**src/hw/mpu_pkg.sv**
```systemverilog
// Shared types for the MPU; every design file refers to them as mpu_pkg::name
package mpu_pkg;

  ////////////////////////////////////////
  // Request side encodings
  ////////////////////////////////////////

  // Access type of a core request
  typedef enum logic [1:0] {
    ACC_READ  = 2'd0,
    ACC_WRITE = 2'd1,
    ACC_EXEC  = 2'd2
  } mpu_acc_e;

  // Privilege of the requester
  typedef enum logic {
    PRIV_U = 1'b0,
    PRIV_M = 1'b1
  } mpu_priv_e;

  // Address matching mode of one region
  typedef enum logic [1:0] {
    OFF   = 2'd0,
    TOR   = 2'd1,
    NA4   = 2'd2,
    NAPOT = 2'd3
  } pmp_mode_e;

  // One region configuration byte, lock bit on top
  typedef struct packed {
    logic      lock;
    logic [1:0] rsvd;
    pmp_mode_e mode;
    logic      x;
    logic      w;
    logic      r;
  } pmp_cfg_t;

  // Core request payload, also forwarded unchanged to the bus
  typedef struct packed {
    logic [31:0] addr;
    logic [31:0] wdata;
    mpu_acc_e    acc;
    mpu_priv_e   priv;
  } mpu_req_t;

  // Bus response payload
  typedef struct packed {
    logic [31:0] rdata;
    logic        err;
  } bus_resp_t;

  ////////////////////////////////////////
  // Response side and gate FSM
  ////////////////////////////////////////

  typedef enum logic [1:0] {
    MPU_OK       = 2'd0,
    MPU_RE_FAULT = 2'd1,
    MPU_WR_FAULT = 2'd2
  } mpu_status_e;

  // Response towards the core
  typedef struct packed {
    logic [31:0] rdata;
    logic        bus_err;
    mpu_status_e mpu_status;
  } core_resp_t;

  typedef enum logic [1:0] {
    MPU_IDLE     = 2'd0,
    MPU_ERR_WAIT = 2'd1,
    MPU_ERR_RESP = 2'd2
  } mpu_state_e;

  // CSR write word, either four cfg bytes or one region address
  typedef union packed {
    pmp_cfg_t [3:0] cfg;
    struct packed {
      logic [29:0] addr;
      logic [1:0]  zero;
    } addr_w;
  } pmp_wdata_u;

endpackage
```
**src/hw/mpu_top.sv**
```systemverilog
// MPU top level: CSR file, per-region matchers, priority resolver and request gate
`timescale 1ns/1ps

module mpu_top #(
  parameter int NUM_REGIONS     = 8,
  parameter int MAX_OUTSTANDING = 4
) (
  input  logic                clk,
  input  logic                rst_n,
  // CSR write port
  input  logic                csr_we_i,
  input  logic [4:0]          csr_sel_i,
  input  mpu_pkg::pmp_wdata_u csr_wdata_i,
  // Core side
  input  logic                core_req_valid_i,
  input  mpu_pkg::mpu_req_t   core_req_i,
  output logic                core_req_ready_o,
  output logic                core_resp_valid_o,
  output mpu_pkg::core_resp_t core_resp_o,
  output logic                mpu_err_o,
  // Bus side
  output logic                bus_req_valid_o,
  output mpu_pkg::mpu_req_t   bus_req_o,
  input  logic                bus_req_ready_i,
  input  logic                bus_resp_valid_i,
  input  mpu_pkg::bus_resp_t  bus_resp_i
);

  mpu_pkg::pmp_cfg_t [NUM_REGIONS-1:0] region_cfg;
  logic [NUM_REGIONS-1:0][29:0]        region_addr;
  logic [NUM_REGIONS-1:0]              region_match;
  logic [NUM_REGIONS-1:0]              region_perm_ok;
  logic [NUM_REGIONS-1:0]              region_lock;
  logic                                pmp_deny;

  pmp_csr_file #(.NUM_REGIONS(NUM_REGIONS)) i_csr_file (
    .clk         (clk),
    .rst_n       (rst_n),
    .csr_we_i    (csr_we_i),
    .csr_sel_i   (csr_sel_i),
    .csr_wdata_i (csr_wdata_i),
    .cfg_o       (region_cfg),
    .addr_o      (region_addr)
  );

  ////////////////////////////////////////
  // Region matchers
  ////////////////////////////////////////

  for (genvar g = 0; g < NUM_REGIONS; g++) begin : g_region
    logic [29:0] addr_below;

    // TOR lower bound, region 0 starts at address zero
    if (g == 0) begin : g_first
      assign addr_below = '0;
    end else begin : g_rest
      assign addr_below = region_addr[g-1];
    end

    assign region_lock[g] = region_cfg[g].lock;

    pmp_region_match i_match (
      .cfg_i        (region_cfg[g]),
      .addr_i       (region_addr[g]),
      .addr_below_i (addr_below),
      .req_addr_i   (core_req_i.addr),
      .acc_i        (core_req_i.acc),
      .match_o      (region_match[g]),
      .perm_ok_o    (region_perm_ok[g])
    );
  end

  pmp_priority #(.NUM_REGIONS(NUM_REGIONS)) i_priority (
    .match_i    (region_match),
    .perm_ok_i  (region_perm_ok),
    .lock_i     (region_lock),
    .priv_i     (core_req_i.priv),
    .pmp_deny_o (pmp_deny)
  );

  mpu_gate #(.MAX_OUTSTANDING(MAX_OUTSTANDING)) i_gate (
    .clk               (clk),
    .rst_n             (rst_n),
    .core_req_valid_i  (core_req_valid_i),
    .core_req_i        (core_req_i),
    .core_req_ready_o  (core_req_ready_o),
    .pmp_deny_i        (pmp_deny),
    .bus_req_valid_o   (bus_req_valid_o),
    .bus_req_o         (bus_req_o),
    .bus_req_ready_i   (bus_req_ready_i),
    .bus_resp_valid_i  (bus_resp_valid_i),
    .bus_resp_i        (bus_resp_i),
    .core_resp_valid_o (core_resp_valid_o),
    .core_resp_o       (core_resp_o),
    .mpu_err_o         (mpu_err_o)
  );

endmodule

```
**src/hw/mpu_gate.sv**
```systemverilog
// Request gate: forwards allowed requests, consumes denied ones and returns the fault response
`timescale 1ns/1ps

module mpu_gate #(
  parameter int MAX_OUTSTANDING = 4
) (
  input  logic                clk,
  input  logic                rst_n,
  // Core request
  input  logic                core_req_valid_i,
  input  mpu_pkg::mpu_req_t   core_req_i,
  output logic                core_req_ready_o,
  // Decision from the resolver
  input  logic                pmp_deny_i,
  // Bus request
  output logic                bus_req_valid_o,
  output mpu_pkg::mpu_req_t   bus_req_o,
  input  logic                bus_req_ready_i,
  // Bus response, in request order
  input  logic                bus_resp_valid_i,
  input  mpu_pkg::bus_resp_t  bus_resp_i,
  // Core response, core is always ready
  output logic                core_resp_valid_o,
  output mpu_pkg::core_resp_t core_resp_o,
  output logic                mpu_err_o
);

  localparam int CNT_W = $clog2(MAX_OUTSTANDING + 1);

  mpu_pkg::mpu_state_e state_q, state_d;

  // Bus requests accepted but not yet answered
  logic [CNT_W-1:0] outstanding_q;
  logic             cnt_full;
  logic             bus_acc;

  // Denied access was a write
  logic err_wr_q;
  logic err_wr_d;

  logic block_bus;
  logic block_core;
  logic err_accept;
  logic err_resp;

  assign cnt_full = (outstanding_q == CNT_W'(MAX_OUTSTANDING));

  ////////////////////////////////////////
  // Error FSM
  ////////////////////////////////////////

  always_comb begin
    state_d    = state_q;
    err_wr_d   = err_wr_q;
    block_bus  = 1'b0;
    block_core = 1'b0;
    err_accept = 1'b0;
    err_resp   = 1'b0;
    case (state_q)
      mpu_pkg::MPU_IDLE: begin
        // Full counter stalls new bus traffic
        block_bus  = cnt_full;
        block_core = cnt_full;
        if (core_req_valid_i && pmp_deny_i) begin
          // Consume the request without touching the bus
          block_bus  = 1'b1;
          err_accept = 1'b1;
          err_wr_d   = (core_req_i.acc == mpu_pkg::ACC_WRITE);
          state_d    = mpu_pkg::MPU_ERR_WAIT;
        end
      end
      mpu_pkg::MPU_ERR_WAIT: begin
        block_bus  = 1'b1;
        block_core = 1'b1;
        // Earlier transactions drain first
        if (outstanding_q == '0) begin
          state_d = mpu_pkg::MPU_ERR_RESP;
        end
      end
      mpu_pkg::MPU_ERR_RESP: begin
        block_bus  = 1'b1;
        block_core = 1'b1;
        err_resp   = 1'b1;
        state_d    = mpu_pkg::MPU_IDLE;
      end
      default: begin
        state_d = mpu_pkg::MPU_IDLE;
      end
    endcase
  end

  always_ff @(posedge clk or negedge rst_n) begin
    if (!rst_n) begin
      state_q       <= mpu_pkg::MPU_IDLE;
      err_wr_q      <= 1'b0;
      outstanding_q <= '0;
    end else begin
      state_q  <= state_d;
      err_wr_q <= err_wr_d;
      // Simultaneous issue and response leave the count unchanged
      if (bus_acc && !bus_resp_valid_i) begin
        outstanding_q <= outstanding_q + 1'b1;
      end else if (!bus_acc && bus_resp_valid_i) begin
        outstanding_q <= outstanding_q - 1'b1;
      end
    end
  end

  ////////////////////////////////////////
  // Request and response paths
  ////////////////////////////////////////

  assign bus_req_valid_o  = core_req_valid_i && !block_bus;
  assign bus_req_o        = core_req_i;
  assign bus_acc          = bus_req_valid_o && bus_req_ready_i;
  // Denied request is taken regardless of bus back-pressure
  assign core_req_ready_o = (bus_req_ready_i && !block_core) || err_accept;
  assign mpu_err_o        = core_req_valid_i && pmp_deny_i;

  assign core_resp_valid_o = bus_resp_valid_i || err_resp;

  always_comb begin
    core_resp_o.rdata      = bus_resp_i.rdata;
    core_resp_o.bus_err    = bus_resp_i.err;
    core_resp_o.mpu_status = mpu_pkg::MPU_OK;
    if (err_resp) begin
      core_resp_o.rdata      = '0;
      core_resp_o.bus_err    = 1'b0;
      core_resp_o.mpu_status = err_wr_q ? mpu_pkg::MPU_WR_FAULT : mpu_pkg::MPU_RE_FAULT;
    end
  end

endmodule

```
**src/hw/pmp_priority.sv**
```systemverilog
// Resolves the per-region match results into a single deny for the current request
`timescale 1ns/1ps

module pmp_priority #(
  parameter int NUM_REGIONS = 8
) (
  input  logic [NUM_REGIONS-1:0] match_i,
  input  logic [NUM_REGIONS-1:0] perm_ok_i,
  input  logic [NUM_REGIONS-1:0] lock_i,
  input  mpu_pkg::mpu_priv_e     priv_i,
  output logic                   pmp_deny_o
);

  // Winning region attributes
  logic hit;
  logic hit_perm;
  logic hit_lock;
  logic user_mode;

  assign user_mode = (priv_i == mpu_pkg::PRIV_U);

  // Scan downwards so the lowest matching index is the last to write
  always_comb begin
    hit      = 1'b0;
    hit_perm = 1'b0;
    hit_lock = 1'b0;
    for (int i = NUM_REGIONS - 1; i >= 0; i--) begin
      if (match_i[i]) begin
        hit      = 1'b1;
        hit_perm = perm_ok_i[i];
        hit_lock = lock_i[i];
      end
    end
  end

  // No match: machine mode passes, user mode fails
  // Locked region or user mode: permission bit decides
  assign pmp_deny_o = !hit ? user_mode :
                      (hit_lock || user_mode) ? !hit_perm : 1'b0;

endmodule

```
**src/hw/pmp_region_match.sv**
```systemverilog
// Address match and permission lookup for a single region, one instance per region
`timescale 1ns/1ps

module pmp_region_match (
  input  mpu_pkg::pmp_cfg_t cfg_i,
  input  logic [29:0]       addr_i,
  input  logic [29:0]       addr_below_i,
  input  logic [31:0]       req_addr_i,
  input  mpu_pkg::mpu_acc_e acc_i,
  output logic              match_o,
  output logic              perm_ok_o
);

  // Granularity is one word, so only address bits 31:2 take part
  logic [29:0] req_word;

  // NAPOT size mask, zero over the bits covered by the region
  logic [29:0] napot_mask;

  assign req_word = req_addr_i[31:2];

  // addr ^ (addr + 1) sets the trailing ones plus the first zero
  // e.g. ...0111 covers 16 words, all ones covers the whole space
  assign napot_mask = ~(addr_i ^ (addr_i + 30'd1));

  ////////////////////////////////////////
  // Mode decode
  ////////////////////////////////////////

  always_comb begin
    match_o = 1'b0;
    case (cfg_i.mode)
      mpu_pkg::TOR: begin
        // Range from the region below, top excluded
        match_o = (req_word >= addr_below_i) && (req_word < addr_i);
      end
      mpu_pkg::NA4: begin
        match_o = (req_word == addr_i);
      end
      mpu_pkg::NAPOT: begin
        match_o = ((req_word & napot_mask) == (addr_i & napot_mask));
      end
      default: begin
        // Region is OFF
        match_o = 1'b0;
      end
    endcase
  end

  // Permission bit for this access, lock is applied by the resolver
  always_comb begin
    case (acc_i)
      mpu_pkg::ACC_READ:  perm_ok_o = cfg_i.r;
      mpu_pkg::ACC_WRITE: perm_ok_o = cfg_i.w;
      mpu_pkg::ACC_EXEC:  perm_ok_o = cfg_i.x;
      default:            perm_ok_o = 1'b0;
    endcase
  end

endmodule

```
**src/hw/pmp_csr_file.sv**
```systemverilog
// Region configuration and address registers, updated by a one-cycle CSR write strobe
`timescale 1ns/1ps

module pmp_csr_file #(
  parameter int NUM_REGIONS = 8
) (
  input  logic                                   clk,
  input  logic                                   rst_n,
  input  logic                                   csr_we_i,
  input  logic [4:0]                             csr_sel_i,
  input  mpu_pkg::pmp_wdata_u                    csr_wdata_i,
  output mpu_pkg::pmp_cfg_t [NUM_REGIONS-1:0]    cfg_o,
  output logic [NUM_REGIONS-1:0][29:0]           addr_o
);

  mpu_pkg::pmp_cfg_t [NUM_REGIONS-1:0] cfg_q;
  logic [NUM_REGIONS-1:0][29:0]        addr_q;

  // Decoded write strobes
  logic cfg_we;
  logic addr_we;

  // Top select bit picks the view of the write word
  assign cfg_we  = csr_we_i && !csr_sel_i[4];
  assign addr_we = csr_we_i && csr_sel_i[4];

  ////////////////////////////////////////
  // Configuration bytes
  ////////////////////////////////////////

  // Word n holds regions 4n to 4n+3, byte 0 is the lowest region
  // A set lock bit blocks its own byte, so it stays set until reset
  always_ff @(posedge clk or negedge rst_n) begin
    if (!rst_n) begin
      cfg_q <= '0;
    end else begin
      for (int r = 0; r < NUM_REGIONS; r++) begin
        if (cfg_we && (csr_sel_i[3:0] == 4'(r / 4)) && !cfg_q[r].lock) begin
          cfg_q[r] <= csr_wdata_i.cfg[r % 4];
        end
      end
    end
  end

  ////////////////////////////////////////
  // Address registers
  ////////////////////////////////////////

  // Address bits 31:2, ignored while the region is locked
  always_ff @(posedge clk) begin
    for (int r = 0; r < NUM_REGIONS; r++) begin
      if (addr_we && (csr_sel_i[3:0] == 4'(r)) && !cfg_q[r].lock) begin
        addr_q[r] <= csr_wdata_i.addr_w.addr;
      end
    end
  end

  assign cfg_o  = cfg_q;
  assign addr_o = addr_q;

endmodule

```
**config.mk**
```make
export PLATFORM = sky130hd
export DESIGN_NAME = mpu_top
export DESIGN_NICKNAME = d
export VERILOG_FILES = /design/src/hw/mpu_pkg.sv /design/src/hw/mpu_top.sv /design/src/hw/mpu_gate.sv /design/src/hw/pmp_priority.sv /design/src/hw/pmp_region_match.sv /design/src/hw/pmp_csr_file.sv
export SDC_FILE = /design/constraint.sdc
export NUM_CORES = 1
export LEC_CHECK = 0
export BUFFER_PORTS_ARGS = -buffer_cell sky130_fd_sc_hd__buf_2
export CORE_ASPECT_RATIO = 0.5
export CORE_UTILIZATION = 35
export DETAILED_ROUTE_END_ITERATION = 8
export SETUP_SLACK_MARGIN = 0.4
export SYNTH_ARGS = -nofsm -noshare
export SYNTH_HDL_FRONTEND = slang
export SYNTH_SLANG_ARGS = --single-unit
```
**constraint.sdc**
```tcl
create_clock -name clk -period 13.99 [get_ports clk]
set_clock_uncertainty 0.05 [all_clocks]
set_input_delay 1.399 -clock clk [delete_from_list [all_inputs] [get_ports clk]]
set_output_delay 1.399 -clock clk [all_outputs]
set_load 0.01 [all_outputs]
```
# ---- Word level (Yosys, flattened, before mapping)
# Index checks and enable logic that the tools add are counted.
dict set report totals {
  regBits 294
  out_inout_bits 106
  wordCells 286
}
dict set report op_classes {
  n_addsub 10
  n_lt_le_gt_ge 16
  eq_ne 54
  n_mux 55
  bitwise_logic 33
  n_reduce_logical 67
}
# cell n
set op_table {}
lappend op_table {{AND 30 bit} 16}
lappend op_table {{== test 30 bit} 16}
lappend op_table {{adder 30 x 1 -> 30 bit (second input constant)} 8}
lappend op_table {{less-than comparator 30 bit} 8}
lappend op_table {{inverter 30 bit} 8}
lappend op_table {{bitwise XOR 30 bit} 8}
lappend op_table {{>= comparator 30 bit} 7}
lappend op_table {{one-hot mux 1 bit (3 select lines)} 16}
lappend op_table {{logical AND 1 bit} 42}
lappend op_table {{== test 2 bit (second input constant)} 18}
lappend op_table {{two-way mux 35 bit} 1}
lappend op_table {{>= comparator 30 x 1 -> 1 bit (second input constant)} 1}
lappend op_table {{two-way mux 1 bit} 30}
lappend op_table {{== test 2 x 1 -> 1 bit (second input constant)} 10}
lappend op_table {{== test 4 x 3 -> 1 bit (second input constant)} 4}
lappend op_table {{zero test 1 bit} 14}
lappend op_table {{== test 4 x 2 -> 1 bit (second input constant)} 2}
lappend op_table {{two-way mux 2 bit} 3}
lappend op_table {{two-way mux 3 bit} 2}
lappend op_table {{== test 4 x 1 -> 1 bit (second input constant)} 1}
lappend op_table {{zero test 2 bit} 2}
lappend op_table {{zero test 4 bit} 1}
lappend op_table {{one-hot mux 1 bit (2 select lines)} 2}
lappend op_table {{one-hot mux 2 bit (2 select lines)} 1}
lappend op_table {{other kinds (11)} 14}

# ---- Depth between registers and ports, before layout
dict set report depth {
  word_depth 27
  depth_mapped 33
  mapped_depth_nobuf 33
}

# ---- Cells and area by module
# From an unflattened synthesis, not the netlist that was laid out.
dict set report unflattened {
  cells_unflattened 3882
  hier_area_um2 34688.3
}
# mod instances cells_each area_each_um2
set by_module_without_submodules {}
lappend by_module_without_submodules {{pmp_region_match (g_region[0].i_match ...)} 7 416 2969.1}
lappend by_module_without_submodules {pmp_csr_file 1 402 9713.1}
lappend by_module_without_submodules {{pmp_region_match (g_region[3].i_match)} 1 393 2845.2}
lappend by_module_without_submodules {mpu_gate 1 151 1177.4}
lappend by_module_without_submodules {pmp_priority 1 23 165.2}
lappend by_module_without_submodules {mpu_top 1 1 3.8}

# ---- Worst setup path before layout
# OpenSTA, ideal clock, no wires.
dict set report synth_timing {
  kind {register to output}
  startpoint {reg i_csr_file.addr_q, in the netlist i_csr_file.addr_o[152]}
  endpoint {out bus_req_valid_o}
  arrival_time_ps 5411
  slack_ps 7130
  stages_incl_launch_ff 27
  n_path_buf 0
  cell_sequence {edfxtp_1 -> nand4_1 -> nor2_1 -> nand3_1 -> nor2_1 -> and4_1 -> and4_1 -> and4_1 -> nand3_1 -> nor2_1 -> and4_1 -> nand2_1 -> nor2_1 -> nand2_1 -> ha_1 -> xor2_1 -> nor3b_1 -> nor4b_1 -> nand4_1 -> or4_4 -> a221oi_2 -> or2b_2 -> o21ai_1 -> a211oi_1 -> a2111oi_2 -> or2_2 -> a31oi_1}
}
dict set report synth_via {
  elab_chain_len 20
  elab_cells_between_ends 43
  classes_between {add/sub (1); order compare (2); eq/ne (2); mux (27); bitwise (4); reduce/logical (7)}
}
# element line
set synth_lines {}
lappend synth_lines {{start: declaration} pmp_csr_file.sv:17} ;# logic [NUM_REGIONS-1:0][29:0] addr_q;
lappend synth_lines {{start signal: indexed assignment} pmp_csr_file.sv:53} ;# addr_q[r] <= csr_wdata_i.addr_w.addr;
lappend synth_lines {{adder 30 x 1 -> 30 bit} pmp_region_match.sv:24} ;# assign napot_mask = ~(addr_i ^ (addr_i + 30'd1));
lappend synth_lines {{bitwise XOR 30 bit} pmp_region_match.sv:24}
lappend synth_lines {{inverter 30 bit} pmp_region_match.sv:24}
lappend synth_lines {{AND 30 bit} pmp_region_match.sv:41} ;# match_o = ((req_word & napot_mask) == (addr_i & napot_mask));
lappend synth_lines {{== test 30 bit} pmp_region_match.sv:41}
lappend synth_lines {{one-hot mux 1 bit (3 select lines)} pmp_region_match.sv:32} ;# case (cfg_i.mode)
lappend synth_lines {{two-way mux 1 bit (6 in series)} pmp_priority.sv:28} ;# if (match_i[i]) begin
lappend synth_lines {{zero test 1 bit or logical OR 1 bit (tied branches)} pmp_priority.sv:39} ;# (hit_lock || user_mode) ? !hit_perm : 1'b0;
lappend synth_lines {{two-way mux 1 bit} pmp_priority.sv:39}
lappend synth_lines {{two-way mux 1 bit (*)} pmp_priority.sv:38} ;# assign pmp_deny_o = !hit ? user_mode :
lappend synth_lines {{logical AND 1 bit (*)} -}
lappend synth_lines {{net mpu_err_o} mpu_top.sv:20} ;# output logic mpu_err_o,
lappend synth_lines {{two-way mux 1 bit (*)} mpu_gate.sv:64} ;# if (core_req_valid_i && pmp_deny_i) begin
lappend synth_lines {{one-hot mux 1 bit (2 select lines) (*)} mpu_gate.sv:59} ;# case (state_q)
lappend synth_lines {{zero test 1 bit (*)} mpu_gate.sv:113} ;# assign bus_req_valid_o = core_req_valid_i && !block_bus;
lappend synth_lines {{logical AND 1 bit (*)} mpu_gate.sv:113}
lappend synth_lines {{end: declaration} mpu_top.sv:22} ;# output logic bus_req_valid_o,
# Mark *: on every way through the listed nets, which the timed path passes. The rest lies on a longest branch.

# ---- Worst setup path after layout
dict set report layout_timing {
  startpoint {reg i_csr_file.addr_q, in the netlist i_csr_file.addr_o[182]}
  endpoint {out bus_req_valid_o}
}
dict set report layout_via {
  elab_chain_len 21
  elab_cells_between_ends 46
  classes_between {add/sub (1); order compare (2); eq/ne (2); mux (30); bitwise (4); reduce/logical (7)}
}
# element line
set layout_lines {}
lappend layout_lines {{adder 30 x 1 -> 30 bit} pmp_region_match.sv:24}
lappend layout_lines {{bitwise XOR 30 bit} pmp_region_match.sv:24}
lappend layout_lines {{inverter 30 bit} pmp_region_match.sv:24}
lappend layout_lines {{AND 30 bit} pmp_region_match.sv:41}
lappend layout_lines {{== test 30 bit} pmp_region_match.sv:41}
lappend layout_lines {{one-hot mux 1 bit (3 select lines)} pmp_region_match.sv:32}
lappend layout_lines {{two-way mux 1 bit (7 in series)} pmp_priority.sv:28}
lappend layout_lines {{zero test 1 bit or logical OR 1 bit (tied branches)} pmp_priority.sv:39}
lappend layout_lines {{two-way mux 1 bit} pmp_priority.sv:39}
lappend layout_lines {{two-way mux 1 bit (*)} pmp_priority.sv:38}
lappend layout_lines {{logical AND 1 bit (*)} mpu_gate.sv:64}
lappend layout_lines {{two-way mux 1 bit (*)} mpu_gate.sv:64}
lappend layout_lines {{one-hot mux 1 bit (2 select lines) (*)} mpu_gate.sv:59}
lappend layout_lines {{zero test 1 bit (*)} mpu_gate.sv:113}
lappend layout_lines {{logical AND 1 bit (*)} mpu_gate.sv:113}
# Mark *: on every way between the ends. The rest lies on a longest branch, timed or not.

==> summary.log <==
qor: pwr.power_leakage 12.69 nW
qor: worst_setup_path.end_kind output port
qor: grt.gr-total-overflow 0
qor: floorplan.core_region_area 75510 sq um
qor: detailed_routing.drt-vias-per-instance 5.382
qor: cells_and_area.layout-drive-gt1-share 10.47%
qor: worst_setup_path.reg2reg_from i_csr_file.addr_o[182]
qor: sta.hold_slack 443.7 ps
qor: worst_setup_path.critPathMaxFanout 5
qor: hold_path.min_path_type reg -> reg
qor: detailed_routing.wl_per_cell 22.80 microns
qor: cells_and_area.finalNonFillerCells 4030
qor: synthesis.synth-edff-count 240
qor: flow_run.max_cap_viol_count 0
qor: synthesis.postSynthNetCount 3452
qor: synthesis.synth-main-ff-cell sky130_fd_sc_hd__edfxtp_1
qor: worst_setup_path.critical_path_type reg -> out
qor: clock_tree.post_cts_resized 0
qor: worst_setup_path.r2r.worst_path.cells 30
qor: synthesis.synth_fa_ha_area_share 22.26%
qor: clock_tree.clk-insertion-delay-late 570 ps
qor: worst_setup_path.setup.reg_to_reg.worst_slack 6220 ps
qor: sta.sum_neg_setup_slack 0 ps
qor: cells_and_area.final.fill_count 7504
qor: pwr.p_int 1.719 mW
qor: synthesis.syn-cell-area 26840 sq um
qor: placed_design.hpwlAfterDp 65.10 mm
qor: grt.grt_use_met3 3.464%
qor: sta.fmaxAchievable 114.2 MHz
qor: grt.globalRouteMet2Util 37.83%
qor: sta.post-route-min-period 8760 ps
qor: cells_and_area.fin_nets 3604
qor: sta.final_hold_viol_count 0
qor: sta.final_worst_path_cycle_share 62.62%
qor: synthesis.yosysUniqueCellTypes 73
qor: worst_setup_path.slowest_delay 730 ps
qor: synthesis.synth.area.mux_share 2.056%
qor: synthesis.synth_top_family_by_area adder cells
qor: worst_setup_path.critPathLaunchType register
qor: synthesis.post_synth_xor_area_fraction 14.19%
qor: synthesis.synth.yosys.seq_area_share 31.88%
qor: worst_setup_path.worstPathRequired 12540 ps
qor: placed_design.gp_congestion 0.9066
qor: detailed_routing.post-route-drc-count 0
qor: hold_path.worst_hold_path.endpoint i_gate.outstanding_q[2]
qor: sta.tightestPinTransition 1138 ps
qor: floorplan.fp-row-count 71
qor: synthesis.synthesized_area_per_cell 9.478 sq um
qor: sta.max_slew_headroom_at_the_worst_pin 24.15%
qor: placed_design.dpl_cell_area 28630 sq um
qor: clock_tree.clk_path_buf_depth 3
qor: floorplan.die_area 77870 sq um
qor: clock_tree.clock_root_buffer sky130_fd_sc_hd__clkbuf_16
qor: pwr.power_switching 715.5 uW
qor: synthesis.async_reset_ff_share 18.37%
qor: clock_tree.cts_tree yes
qor: cells_and_area.layout-area-overhead-vs-synth 11.05%
qor: cells_and_area.insertedDiodeCount 0
qor: sta.number_of_endpoints_failing_setup_at_the_final_stage 0
qor: sta.finalMaxSlewViolations 0
qor: sta.grt_setup_unrepaired no
qor: pwr.power.switching_fraction 29.39%
qor: grt.grt.busiest_layer met2
qor: synthesis.ys_ff_latch 294
qor: detailed_routing.drt_pre_antenna_iters 6
qor: synthesis.synthSimpleGateAreaFrac 16.11%
qor: pwr.pwr-share-comb 18.4%
qor: clock_tree.cts-buffers-inserted 35
qor: outcome.run_status finished, final reports clean
qor: detailed_routing.detail_route.iter0.violations 2059
qor: detailed_routing.dr_total_vias 21689
qor: clock_tree.post_cts.repair.setup_buffers 0
qor: hold_path.hold_start i_gate.outstanding_q[2]
qor: cells_and_area.top_library_cells_by_usage_in_the_layout_fill_and_taps_aside sky130_fd_sc_hd__ha_1, sky130_fd_sc_hd__inv_1, sky130_fd_sc_hd__nand2_1
qor: worst_setup_path.critPathSlowestCell sky130_fd_sc_hd__o21ai_0
qor: synthesis.syn-instance-count 2832
qor: clock_tree.ctsHtreeMaxLevel 2
qor: detailed_routing.wl 91.86 mm
qor: clock_tree.path_clk_slew 60 ps
qor: pwr.max-vdd-ir-drop 0.00006707 V
qor: floorplan.fp.dieH 197.8 microns
qor: clock_tree.postCtsHoldBufs 0
qor: synthesis.ys.warnings.count 0
qor: pwr.seqPwrFrac 41.9%
qor: hold_path.whs_path_depth 1
qor: grt.gr-usage-met1 31.05%
qor: grt.all_layer_gr_usage 23.19%
qor: floorplan.die-width 393.6 microns
qor: worst_setup_path.arrival 7310 ps
qor: floorplan.initial_utilization 35.55%
qor: grt.initial_antenna_violation_count 14
qor: placed_design.dp.cells 3969
qor: grt.first_global_vias 20360
qor: grt.grt_pass1_wl 132.6 mm
qor: detailed_routing.route.antenna.remaining_nets 0
qor: pwr.portion_of_total_power_attributed_to_the_clock_network 39.7%
qor: grt.grt_start_max_net_pins 55
qor: worst_setup_path.crit-reg2reg-capture i_gate.outstanding_q[1]
qor: pwr.power.density_cell_area 81.66 nW/um^2
qor: clock_tree.clock_sinks 294
qor: synthesis.synth-compound-area-share 6.740%
qor: cells_and_area.layout.cells.most_common sky130_fd_sc_hd__ha_1
qor: floorplan.ios 249
qor: placed_design.numPortBuffers 180
qor: cells_and_area.layout.cell_area.non_filler 29810 sq um
==> how the worst max path moves through the flow <==
| stage | from | endpoint | slack [ps] | depth (start not counted) |
|---|---|---|---|---|
| 2_1_floorplan | i_csr_file.addr_o[152] | bus_req_valid_o | 7130 | 26 |
| 4_1_cts | i_csr_file.addr_o[182] | bus_req_valid_o | 5330 | 27 |
| 5_1_grt | i_csr_file.addr_o[152] | bus_req_valid_o | 4740 | 28 |
| 3_5_place_dp | i_csr_file.addr_o[182] | bus_req_valid_o | 5950 | 27 |
| 6_report | i_csr_file.addr_o[182] | bus_req_valid_o | 5230 | 27 |
| 3_3_place_gp | i_csr_file.addr_o[182] | bus_req_valid_o | 5960 | 27 |
==> power by group through the flow <==
stage	combinational, mW	sequential (mW)	clock (mW)
detailed placement	0.444	1.04	0
global route	0.486	1.03	1.01
global placement	0.434	1.04	0
CTS	0.447	1.02	0.978
finish	0.448	1.02	0.966
floorplan	0.262	1.03	0
==> state kept, by name (all words and copies together) (netlist names) <==
signal,flops
i_csr_file.addr_o,240
i_csr_file.cfg_o,48
i_gate.outstanding_q,3
i_gate.state_q,2
i_gate.err_wr_q,1
==> cell families (layout without fill, tap and decap cells) <==
family,Yosys count,after routing
AND/OR/NAND/NOR,876,876
adder cells (fa/ha/maj),477,477
XOR/XNOR,435,435
buffers and inverters,416,592
flip-flops,294,294
AO/OA/AOI/OAI,284,284
multiplexers,50,50
==> cell usage after synthesis, drive strengths merged, types with 7 or more instances <==
cell type  number  area [sq um]
ha            476          5956
inv           334          1254
nand2         289          1085
edfxtp        240          7207
xnor2         231          2023
xor2          204          1787
nor2          152         570.6
nand4         106         663.1
a21oi         100         500.5
nand3          91         455.4
buf            68         506.7
o21ai          67         335.3
dfrtp          54          1351
nor3           49         245.2
mux2           41         461.7
nor2b          41         256.5
nor4           41         262.8
a21o           23         172.7
and3           23         143.9
and4           22         192.7
or3            19         118.9
clkbuf         14         52.55
a211oi         13         97.59
nand2b         13         81.33
a21boi          9         67.57
mux2i           9         90.09
o2111ai         8         70.07
nor3b           7         52.55
o211ai          7         57.55
o21a            7         53.80
==> layout make-up <==
type	instances	area (sq um)	share of cell area, %
flip-flops and latches	294	8558	28.71
inverters	334	1254	4.206
clock buffers	42	975.9	3.274
multi-input cells	2122	16510	55.40
well taps	1022	1279	4.290
clock inverters	19	200.2	0.6716
repair buffers	197	1028	3.450
==> layer usage <==
metal	share of wire, %	vias to the layer above
li1	-	10178
met1	44	10552
met2	45	790
met3	8.0	165
met4	3.9	4
met5	0.030	-
==> per-stage QoR <==
step / setup WS [ps] / total power, mW / utilization [%]
floorplan: 7130 / 1.287 / -
global placement: 5959 / 1.470 / 37.92
detailed placement: 5945 / 1.481 / 37.92
CTS: 5333 / 2.444 / 39.48
global route: 4744 / 2.522 / 39.48
finish: 5230 / 2.434 / 39.48
==> critical path: cells and delay by family, from the launching register on <==
| kind | cells | cell delay (ps) |
|---|---|---|
| and+or+nand+nor | 17 | 3570 |
| AOI/OAI and AO/OA | 5 | 1920 |
| DFF | 1 | 420 |
| adders and majority gates | 1 | 310 |
| xor gates and xnor gates | 2 | 310 |
| buffers and inverters | 2 | 230 |
Power figures use the tool's default switching activity.
